<file path="src/rtl/eth_rx_defs.svh">
`ifndef ETH_RX_DEFS_SVH
`define ETH_RX_DEFS_SVH

// station address
// the first octet on the wire sits in bits 47:40
`define ETH_RX_STATION_MAC 48'h02_00_5e_4a_17_c3

// register value after a clean frame plus its FCS, no final inversion
`define ETH_RX_CRC_RESIDUE 32'hdebb20e3

// destination address, 6 octets
`define ETH_RX_ADDR_DIBITS 24

// dst + src + ethertype, 14 octets
`define ETH_RX_HEADER_DIBITS 56

// accepted frame counter
`define ETH_RX_COUNT_W 14

`endif

</file>
<file path="src/rtl/eth_rx_pkg.sv">
`default_nettype none

`include "eth_rx_defs.svh"

package eth_rx_pkg;

  // one rmii receive pair
  typedef logic [1:0]  dibit_t;
  typedef logic [7:0]  byte_t;
  typedef logic [47:0] mac_addr_t;
  typedef logic [31:0] crc_t;
  typedef logic [`ETH_RX_COUNT_W-1:0] frame_count_t;

  // rmii_rx framing states
  typedef enum logic [1:0] {
    RX_IDLE,
    RX_PREAMBLE,
    RX_DATA
  } rx_state_t;

  // mac_filter states
  typedef enum logic [1:0] {
    FLT_ADDR,
    FLT_HEADER,
    FLT_PAYLOAD,
    FLT_DROP
  } filter_state_t;

endpackage

`default_nettype wire

</file>
<file path="src/rtl/rmii_rx.sv">
`timescale 1ns/1ps
`default_nettype none

module rmii_rx import eth_rx_pkg::*; (
  input  wire logic   eth_refclk,
  input  wire logic   rst_n,
  input  wire dibit_t rxd,
  input  wire logic   crsdv,
  output dibit_t      wire_dibit,
  output logic        wire_valid
);

  localparam dibit_t pre_dibit = 2'b01;
  localparam dibit_t sfd_dibit = 2'b11;

  rx_state_t state;
  logic      crsdv_q;

  always_ff @(posedge eth_refclk or negedge rst_n) begin
    if (!rst_n) begin
      state      <= RX_IDLE;
      crsdv_q    <= 1'b0;
      wire_valid <= 1'b0;
    end else begin
      crsdv_q    <= crsdv;
      wire_valid <= 1'b0;
      case (state)
        RX_IDLE: begin
          // only a fresh carrier starts a hunt
          // a rejected burst sits here until crsdv drops
          if (crsdv && !crsdv_q) begin
            state <= RX_PREAMBLE;
          end
        end
        RX_PREAMBLE: begin
          if (!crsdv) begin
            state <= RX_IDLE;
          end else if (rxd == sfd_dibit) begin
            state <= RX_DATA;
          end else if (rxd != pre_dibit) begin
            // garbage in the preamble
            state <= RX_IDLE;
          end
        end
        RX_DATA: begin
          if (!crsdv) begin
            state <= RX_IDLE;
          end else begin
            wire_valid <= 1'b1;
          end
        end
        default: begin
          state <= RX_IDLE;
        end
      endcase
    end
  end

  // dibit capture, meaningful only with wire_valid
  always_ff @(posedge eth_refclk) begin
    if (state == RX_DATA) begin
      wire_dibit <= rxd;
    end
  end

endmodule

`default_nettype wire

</file>
<file path="src/rtl/bit_order.sv">
`timescale 1ns/1ps
`default_nettype none

module bit_order import eth_rx_pkg::*; (
  input  wire logic   eth_refclk,
  input  wire logic   rst_n,
  input  wire dibit_t in_dibit,
  input  wire logic   in_valid,
  output dibit_t      out_dibit,
  output logic        out_valid
);

  // two four-entry banks, one collects while the other empties
  dibit_t grp_buf [2][4];
  logic       col_bank;
  logic [1:0] idx;
  logic       emt_full;
  logic       group_end;

  assign group_end = (idx == 2'd3);

  always_ff @(posedge eth_refclk or negedge rst_n) begin
    if (!rst_n) begin
      idx       <= 2'd0;
      col_bank  <= 1'b0;
      emt_full  <= 1'b0;
      out_valid <= 1'b0;
    end else begin
      out_valid <= emt_full;
      // keep stepping while a group drains after the frame ends
      if (in_valid || emt_full) begin
        idx <= idx + 2'd1;
      end else begin
        idx <= 2'd0;
      end
      if (group_end) begin
        // a partial last group never sets this
        emt_full <= in_valid;
        if (in_valid) begin
          col_bank <= ~col_bank;
        end
      end
    end
  end

  always_ff @(posedge eth_refclk) begin
    if (in_valid) begin
      grp_buf[col_bank][idx] <= in_dibit;
    end
    // reversed read, dibit 3 holds bits 7:6
    out_dibit <= grp_buf[~col_bank][~idx];
  end

endmodule

`default_nettype wire

</file>
<file path="src/rtl/mac_filter.sv">
`timescale 1ns/1ps
`default_nettype none

`include "eth_rx_defs.svh"

module mac_filter import eth_rx_pkg::*; (
  input  wire logic   eth_refclk,
  input  wire logic   rst_n,
  input  wire dibit_t ord_dibit,
  input  wire logic   ord_valid,
  output dibit_t      payload_dibit,
  output logic        payload_valid,
  output logic        frame_match
);

  localparam logic [5:0] addr_last = 6'(`ETH_RX_ADDR_DIBITS - 1);
  localparam logic [5:0] hdr_last  = 6'(`ETH_RX_HEADER_DIBITS - 1);

  filter_state_t state;
  mac_addr_t     addr_sr;
  mac_addr_t     addr_next;
  logic [5:0]    dibit_cnt;
  logic          addr_hit;

  // dibits arrive msb first so the shift builds the address in order
  assign addr_next = {addr_sr[45:0], ord_dibit};
  assign addr_hit  = (addr_next == `ETH_RX_STATION_MAC) || (addr_next == '1);

  always_ff @(posedge eth_refclk or negedge rst_n) begin
    if (!rst_n) begin
      state         <= FLT_ADDR;
      dibit_cnt     <= 6'd0;
      frame_match   <= 1'b0;
      payload_valid <= 1'b0;
    end else begin
      payload_valid <= ord_valid && (state == FLT_PAYLOAD);
      if (!ord_valid) begin
        state     <= FLT_ADDR;
        dibit_cnt <= 6'd0;
      end else begin
        case (state)
          FLT_ADDR: begin
            dibit_cnt <= dibit_cnt + 6'd1;
            // previous frame's verdict held until now
            if (dibit_cnt == 6'd0) begin
              frame_match <= 1'b0;
            end
            if (dibit_cnt == addr_last) begin
              frame_match <= addr_hit;
              state       <= addr_hit ? FLT_HEADER : FLT_DROP;
            end
          end
          FLT_HEADER: begin
            // src address and ethertype are skipped
            dibit_cnt <= dibit_cnt + 6'd1;
            if (dibit_cnt == hdr_last) begin
              state <= FLT_PAYLOAD;
            end
          end
          default: begin
          end
        endcase
      end
    end
  end

  always_ff @(posedge eth_refclk) begin
    if (ord_valid && state == FLT_ADDR) begin
      addr_sr <= addr_next;
    end
    if (ord_valid && state == FLT_PAYLOAD) begin
      payload_dibit <= ord_dibit;
    end
  end

endmodule

`default_nettype wire

</file>
<file path="src/rtl/crc32_check.sv">
`timescale 1ns/1ps
`default_nettype none

`include "eth_rx_defs.svh"

module crc32_check import eth_rx_pkg::*; (
  input  wire logic   eth_refclk,
  input  wire logic   rst_n,
  input  wire dibit_t wire_dibit,
  input  wire logic   wire_valid,
  output logic        done,
  output logic        kill
);

  // reflected form of 0x04c11db7
  localparam crc_t crc_poly = 32'hedb88320;

  crc_t crc_reg;
  crc_t crc_seed;
  logic valid_q;

  // two serial steps, rxd[0] is the earlier bit on the wire
  function automatic crc_t crc_dibit(crc_t crc_in, dibit_t d);
    crc_t c;
    c = crc_in;
    for (int i = 0; i < 2; i++) begin
      if (c[0] ^ d[i]) begin
        c = (c >> 1) ^ crc_poly;
      end else begin
        c = c >> 1;
      end
    end
    return c;
  endfunction

  // preset on the first dibit of a frame
  assign crc_seed = valid_q ? crc_reg : '1;

  always_ff @(posedge eth_refclk or negedge rst_n) begin
    if (!rst_n) begin
      crc_reg <= '1;
      valid_q <= 1'b0;
      done    <= 1'b0;
      kill    <= 1'b0;
    end else begin
      valid_q <= wire_valid;
      done    <= valid_q && !wire_valid;
      if (wire_valid) begin
        crc_reg <= crc_dibit(crc_seed, wire_dibit);
      end
      // fcs went through the register too, so a good frame lands on the residue
      if (valid_q && !wire_valid) begin
        kill <= (crc_reg != `ETH_RX_CRC_RESIDUE);
      end
    end
  end

endmodule

`default_nettype wire

</file>
<file path="src/rtl/eth_rx_top.sv">
`timescale 1ns/1ps
`default_nettype none

module eth_rx_top import eth_rx_pkg::*; (
  input  wire logic   eth_refclk,
  input  wire logic   rst_n,
  input  wire dibit_t rxd,
  input  wire logic   crsdv,
  output dibit_t      payload_dibit,
  output logic        payload_valid,
  output logic        done,
  output logic        kill,
  output frame_count_t frame_count
);

  // wire order stream, feeds the reorder and crc paths
  dibit_t wire_dibit;
  logic   wire_valid;
  // msb first per byte
  dibit_t ord_dibit;
  logic   ord_valid;
  logic   frame_match;

  rmii_rx u_rmii_rx (
    .eth_refclk (eth_refclk),
    .rst_n      (rst_n),
    .rxd        (rxd),
    .crsdv      (crsdv),
    .wire_dibit (wire_dibit),
    .wire_valid (wire_valid)
  );

  bit_order u_bit_order (
    .eth_refclk (eth_refclk),
    .rst_n      (rst_n),
    .in_dibit   (wire_dibit),
    .in_valid   (wire_valid),
    .out_dibit  (ord_dibit),
    .out_valid  (ord_valid)
  );

  mac_filter u_mac_filter (
    .eth_refclk    (eth_refclk),
    .rst_n         (rst_n),
    .ord_dibit     (ord_dibit),
    .ord_valid     (ord_valid),
    .payload_dibit (payload_dibit),
    .payload_valid (payload_valid),
    .frame_match   (frame_match)
  );

  crc32_check u_crc32_check (
    .eth_refclk (eth_refclk),
    .rst_n      (rst_n),
    .wire_dibit (wire_dibit),
    .wire_valid (wire_valid),
    .done       (done),
    .kill       (kill)
  );

  // frame_match still belongs to this frame when done fires
  always_ff @(posedge eth_refclk or negedge rst_n) begin
    if (!rst_n) begin
      frame_count <= '0;
    end else if (done && !kill && frame_match) begin
      frame_count <= frame_count + 1'b1;
    end
  end

endmodule

`default_nettype wire

</file>
<file path="config.mk">
export PLATFORM = sky130hd
export DESIGN_NAME = eth_rx_top
export DESIGN_NICKNAME = d
export VERILOG_FILES = /design/src/rtl/eth_rx_pkg.sv /design/src/rtl/rmii_rx.sv /design/src/rtl/bit_order.sv /design/src/rtl/mac_filter.sv /design/src/rtl/crc32_check.sv /design/src/rtl/eth_rx_top.sv
export VERILOG_INCLUDE_DIRS = /design/src /design/src/rtl
export SDC_FILE = /design/constraint.sdc
export NUM_CORES = 1
export LEC_CHECK = 0
export BUFFER_PORTS_ARGS = -buffer_cell sky130_fd_sc_hd__buf_2
export CORE_UTILIZATION = 61
export DETAILED_ROUTE_END_ITERATION = 10
export HOLD_SLACK_MARGIN = 0.06
export PLACE_DENSITY = 0.82
export SLEW_MARGIN = 10
export SYNTH_ARGS = -nofsm -noshare
export SYNTH_HDL_FRONTEND = slang
export SYNTH_SLANG_ARGS = --single-unit
</file>
<file path="constraint.sdc">
create_clock -name eth_refclk -period 3.15 [get_ports eth_refclk]
set_input_delay 0.315 -clock eth_refclk [delete_from_list [all_inputs] [get_ports eth_refclk]]
set_output_delay 0.315 -clock eth_refclk [all_outputs]
set_load 0.02 [all_outputs]
</file>
==> results of run 1 <==
==> where the power goes <==
part	total, mW	internal [mW]	switching, mW
combinational	0.310	0.148	0.162
sequential	2.27	2.11	0.168
clock	1.91	1.19	0.715
total	4.49	3.45	1.04
==> worst register-to-register path, cell delays in order (launching register included) <==
cell and delay, ns:
edfxtp_1 0.78, xor2_1 0.17, and3_1 0.22, o21ai_2 0.42
nand3_1 0.15, o211ai_1 0.15
==> worst max path at each step <==
| stage | slack, ns | to | startpoint |
|---|---|---|---|
| floorplan | 0.24 | u_mac_filter.addr_sr[0] | u_mac_filter.state[0] |
| global placement | 1.31 | u_crc32_check.crc_reg[29] | u_rmii_rx.wire_dibit[1] |
| detailed placement | 1.21 | u_crc32_check.crc_reg[26] | u_rmii_rx.wire_dibit[1] |
| CTS | 1.20 | u_crc32_check.crc_reg[26] | u_rmii_rx.wire_dibit[1] |
| global route | 0.97 | u_crc32_check.crc_reg[20] | u_rmii_rx.wire_dibit[1] |
| finish | 1.18 | u_crc32_check.crc_reg[20] | u_rmii_rx.wire_dibit[1] |
==> layout by cell type (no fill, tap or decap), types with 4 or more instances in the layout <==
| cell | n |
|---|---|
| nor3_1 | 4 |
| ha_1 | 7 |
| o21ai_0 | 11 |
| nand2b_1 | 6 |
| nor4_1 | 11 |
| a21oi_1 | 15 |
| o21ai_1 | 4 |
| dfrtp_1 | 35 |
| a31oi_1 | 7 |
| and2_1 | 6 |
| nand2_1 | 33 |
| buf_2 | 23 |
| inv_1 | 15 |
| dlygate4sd3_1 | 4 |
| mux4_2 | 4 |
| xnor2_1 | 14 |
| nand3_1 | 12 |
| clkinv_2 | 7 |
| clkbuf_16 | 16 |
| nor2b_1 | 4 |
| o211ai_1 | 6 |
| xor2_1 | 34 |
| and3_1 | 7 |
| nor2_1 | 44 |
| edfxtp_1 | 66 |
| nand4_1 | 20 |
| dfstp_2 | 32 |
==> logic make-up (layout without fill, tap and decap cells) <==
kind of cell             after synthesis  in the layout  share of synthesized area [%]
multiplexers                           7              7                          2.148
AND/OR/NAND/NOR                      162            162                          14.71
XOR/XNOR                              48             48                          7.364
flip-flops                           136            136                          65.92
adder cells (fa/ha/maj)                7              7                          1.534
buffers and inverters                 37             79                          3.090
AO/OA/AOI/OAI                         50             50                          5.238
==> per-stage QoR <==
step	total power, mW	cell area [um^2]	utilization (%)	hold slack, ns	setup WS, ns
detailed placement	2.605	5878	66.11	0.4383	1.214
finish	4.492	6494	73.04	0.4460	1.178
floorplan	2.499	5709	-	0.01941	0.2361
global route	4.659	6494	73.04	0.4579	0.9691
CTS	4.534	6494	73.04	0.4481	1.200
global placement	2.583	5878	66.11	0.4316	1.313
==> layout make-up <==
class	count	area, um^2	share of cell area [%]
clock buffer	18	417.9	6.435
clock inverter	14	157.7	2.428
inverter	17	63.81	0.9827
multi-input combinational	274	1777	27.36
sequential	136	3765	57.98
tap	108	135.1	2.081
timing repair buffer	30	177.7	2.736
==> layer usage <==
layer | share of wire (%) | up-vias | track usage (%)
met2 | 51 | 75 | 37.39
li1 | - | 1641 | -
met5 | 0 | - | 0
met3 | 4.2 | 18 | 7.660
met4 | 2.1 | 0 | 10.22
met1 | 43 | 1681 | 29.64
==> results.py, run 1 <==
metrics = {
    "status": {
        "outcome": "finished clean",
    },
    "yosys": {
        "ys_async_sr_fraction_pct": 50.00,
        "synthDistinctLibCells": 49,
        "syn_inst": 447,
        "synth_most_common_cell": "edfxtp_1",
        "syn-num-nets": 459,
        "synth_top_cell_by_area": "edfxtp_1",
        "synth_edf_count": 66,
        "synth_seq_cells": 136,
        "ys_top_cells_by_area": "edfxtp_1 (35%), dfrtp_1 (16%), dfstp_2 (15%), xor2_1 (5.2%), nor2_1 (3.0%)",
        "synth_common_cells": "edfxtp_1 (66), nor2_1 (45), dfrtp_1 (36), xor2_1 (34), nand2_1 (33)",
        "synth_area_mm2": 0.005709,
        "ys_seq_area_share_pct": 65.92,
        "synthFlopType": "edfxtp_1",
        "synth_top_area_share_pct": 34.71,
        "avgSynthCellArea_um2": 12.77,
        "ys_warn_count": 0,
    },
    "die": {
        "die_w_um": 98.75,
        "rows": 34,
        "die_y_um": 98.75,
        "core_mm2": 0.008891,
        "die_area_mm2": 0.009751,
        "initial_core_util_pct": 64.21,
        "ios": 24,
    },
    "critical_path": {
        "worstReg2RegEnd": "u_crc32_check.crc_reg[20]",
        "rrSetupSlack_ns": 1.18,
        "cp-end-kind": "register",
        "worstReg2RegStart": "u_rmii_rx.wire_dibit[1]",
        "crit_arrival_ns": 2.42,
        "required_ns": 3.59,
        "path_buf_inv": 0,
        "crit_type": "reg2reg",
        "crit_chain": "xor2_1 > and3_1 > o21ai_2 > nand3_1 > o211ai_1",
        "cp_slowest_cell": "edfxtp_1",
        "crit_cells": 5,
        "cp-start-kind": "register",
        "max_stage_delay_ns": 0.78,
        "critPathTopFamily": "flip-flops",
        "worstPathMaxFanout": 16,
        "worstRegToRegCells": 5,
    },
    "grt": {
        "antenna_found_initial": 0,
        "grt_pass1_wl_um": 17150,
        "grt_pass1_vias": 3526,
        "grt_usage_pct": 23.45,
        "grt_max_degree": 69,
        "gr-total-overflow": 0,
    },
    "timing": {
        "max_slew_margin_pct": 44.17,
        "final.min_clock_period_ns": 1.972,
        "maxSlewViolCount": 0,
        "finalSetupTns_ns": 0,
        "grt_setup_unrepaired": "no",
        "worst_pin_slew_ns": 0.8374,
        "clock_skew_ns": 0.006351,
        "finalCritPeriodShare_pct": 62.60,
        "setup_viol": 0,
        "hold_violations": 0,
        "timing.fmax_mhz": 507.1,
    },
    "placed_design": {
        "post-dp-hpwl_um": 6312,
        "placed_cells_incl_taps": 561,
        "gp_congestion": 0.8189,
        "portBuffers": 23,
    },
    "cells_and_area": {
        "fillers": 569,
        "layout-drive-gt1-share_pct": 21.06,
        "nets": 488,
        "diodes": 0,
        "area_growth_pct": 13.74,
        "largest_register_ffs": 46,
        "instances_no_fill": 597,
    },
    "route": {
        "vias_per_cell": 5.720,
        "num_vias": 3415,
        "drc": 0,
        "dr.pass1.iters": 4,
        "antenna_left": 0,
        "wl_um": 9993,
        "wire_per_inst_um": 16.74,
        "drt_iter0_markers": 166,
    },
    "clock_network": {
        "insertion_delay_ns": 0.53,
        "tritoncts": "yes",
        "clk_pin_slew_ns": 0.06,
        "cts_sinks": 136,
        "cts_root_buf": "clkbuf_8",
        "cts.htree.levels": 4,
        "cts_setup_buffers": 0,
        "cts_buffers": 17,
        "cts_hold_buf": 4,
        "clk_path_buf_depth": 2,
        "cts_resized": 0,
    },
    "power_and_ir_drop": {
        "ir_drop_v": 0.0004733,
        "power_density_mw_per_mm2": 691.8,
        "power_leakage_nw": 2.564,
    },
    "min_path": {
        "min_to": "u_bit_order.out_valid",
        "hold_path_depth": 0,
        "min_path_type": "reg2reg",
        "worstHoldStart": "u_bit_order.emt_full",
    },
    "flow_run": {
        "maxCapViolCount": 0,
    },
}
Power figures use the tool's default switching activity.
==> inputs of run 2 (changes only) <==
- CORE_UTILIZATION: 61 -> 55
- PLACE_DENSITY: 0.82 -> 0.78
- clock period: 3.15 -> 1.77 ns (I/O delays scaled with it)
==> run 2 against run 1 <==
  * Cell count is 5.7% higher
  * Die area grew 11%
  * First-iteration DRC count increased by 36%
==> results.py, run 2 (synthesis results as in run 1) <==
metrics = {
    "status": {
        "outcome": "finished clean",
    },
    "critical_path": {
        "cp-end-kind": "register",
        "timing.critical_path.mode_cell": "or3_1",
        "max_stage_delay_ns": 0.51,
        "crit_arrival_ns": 2.01,
        "cp-start-kind": "register",
        "rrSetupSlack_ns": 0.17,
        "crit_type": "reg2reg",
        "worstReg2RegEnd": "u_mac_filter.frame_match",
        "cp_slowest_cell": "dfrtp_1",
        "worstRegToRegCells": 4,
        "crit_chain": "nand2b_4 > or3_1 > or3_1 > a22o_1",
        "worstReg2RegStart": "u_bit_order.out_valid",
        "required_ns": 2.18,
        "worstPathMaxFanout": 10,
    },
    "timing": {
        "hold_violations": 0,
        "finalSetupTns_ns": 0,
        "max_slew_margin_pct": 62.22,
        "worst_pin_slew_ns": 0.5667,
        "timing.fmax_mhz": 625.2,
        "worst_slack_ns": 0.1706,
        "setup_viol": 0,
        "maxSlewViolCount": 0,
        "final.min_clock_period_ns": 1.599,
        "finalCritPeriodShare_pct": 90.36,
        "clock_skew_ns": 0.005786,
        "grt_setup_unrepaired": "no",
    },
    "clock_network": {
        "insertion_delay_ns": 0.52,
        "cts_root_buf": "clkbuf_8",
        "cts_sinks": 136,
        "tritoncts": "yes",
        "cts_resized": 0,
        "cts_buffers": 17,
        "clk_path_buf_depth": 2,
        "cts.htree.levels": 4,
        "clk_pin_slew_ns": 0.06,
    },
    "route": {
        "antenna_left": 0,
        "dr.pass1.iters": 5,
        "wl_um": 10020,
        "wire_per_inst_um": 15.89,
        "drt_iter0_markers": 226,
        "vias_per_cell": 5.513,
        "drc": 0,
        "num_vias": 3479,
    },
    "cells_and_area": {
        "register_area_mm2": 0.003765,
        "multi_input_area_mm2": 0.001777,
        "layout-drive-gt1-share_pct": 22.69,
        "layout_common_cells": "edfxtp_1 (66), nor2_1 (44), dfrtp_1 (35)",
        "diodes": 0,
        "nets": 497,
        "largest_register_ffs": 46,
        "final_common_cell": "edfxtp_1",
        "fillers": 672,
        "area_growth_pct": 16.11,
    },
    "grt": {
        "grt_usage_pct": 20.63,
        "grt_pass1_vias": 3537,
        "grt_max_degree": 47,
        "gr-total-overflow": 0,
        "grt_pass1_wl_um": 17170,
        "antenna_found_initial": 0,
    },
    "placed_design": {
        "gp_congestion": 0.7783,
        "post-dp-hpwl_um": 6327,
        "place_ws_ns": 0.1791,
        "portBuffers": 23,
    },
    "die": {
        "core_mm2": 0.009910,
        "ios": 24,
        "initial_core_util_pct": 57.61,
        "die_w_um": 103.9,
        "die_area_mm2": 0.01079,
        "rows": 36,
        "die_y_um": 103.9,
    },
    "power_and_ir_drop": {
        "p_sw_mw": 1.901,
        "clockPowerShare_pct": 42.5,
        "power_leakage_nw": 2.613,
        "seq_power_share_pct": 49.4,
        "netSwitchingFraction_pct": 23.69,
        "p_comb_share_pct": 8.2,
        "power_density_mw_per_mm2": 1211,
        "internal-power_mw": 6.125,
        "ir_drop_v": 0.0007926,
    },
    "flow_run": {
        "maxCapViolCount": 0,
    },
    "min_path": {
        "min_path_type": "in2async",
    },
}
-- run 2: timing repair --
action,4_1_cts,5_1_grt
setup endpoints to repair,0,0
hold endpoints to repair,46,0
buffers inserted,0,0
hold buffers,4,0
-- run 2: routing by layer --
layer | track usage [%] | wire length, um | part of all wire, %
met5 | 0 | 0 | 0
met4 | 8.878 | 172 | 1.7
met3 | 5.576 | 458 | 4.6
met2 | 31.81 | 4871 | 49
met1 | 27.75 | 4522 | 45
-- run 2: cell type report --
type,instances,share of cell area [%]
clock buffers,19,6.663
clock inverters,13,2.190
inverters,17,0.9626
multi-input cells,274,26.80
flip-flops and latches,136,56.79
well taps,133,2.510
repair buffers,39,4.077
-- run 2: worst max path at each step --
stage	endpoint	from	slack [ns]	cells after the start
after floorplan	u_mac_filter.addr_sr[0]	u_mac_filter.state[0]	0.15	2
after global routing	u_mac_filter.state[1]	u_mac_filter.addr_sr[18]	0.11	5
after detailed placement	u_mac_filter.frame_match	u_bit_order.out_valid	0.18	4
after CTS	u_mac_filter.frame_match	u_bit_order.out_valid	0.15	4
after global placement	u_mac_filter.frame_match	u_bit_order.out_valid	0.21	4
final	u_mac_filter.frame_match	u_bit_order.out_valid	0.17	4
-- run 2: critical path: cells and delay by family, from the launching register on --
kind	cells	cell delay, ns
AND/OR/NAND/NOR	3	0.74
flip-flops	1	0.51
AO/OA/AOI/OAI	1	0.24
-- run 2: through the flow --
step                      hold WS [ns]  cell area, um^2  utilization [%]  std cells  power [mW]
final                           0.1804             6629            66.89        631       8.026
after global routing            0.2293             6629            66.89        631       8.358
after CTS                       0.1771             6629            66.89        631       8.091
after detailed placement        0.2040             6002            60.57        595       4.654
after global placement          0.1960             6002            60.57        595       4.614
after floorplan                -0.1186             5717                -        447       4.447
-- run 2: power groups by stage --
stage	logic, mW	clock network, mW	registers [mW]
6_report	0.656	3.41	3.96
5_1_grt	0.755	3.60	4.00
4_1_cts	0.659	3.48	3.96
3_5_place_dp	0.646	0	4.01
3_3_place_gp	0.613	0	4.00
2_1_floorplan	0.498	0	3.95
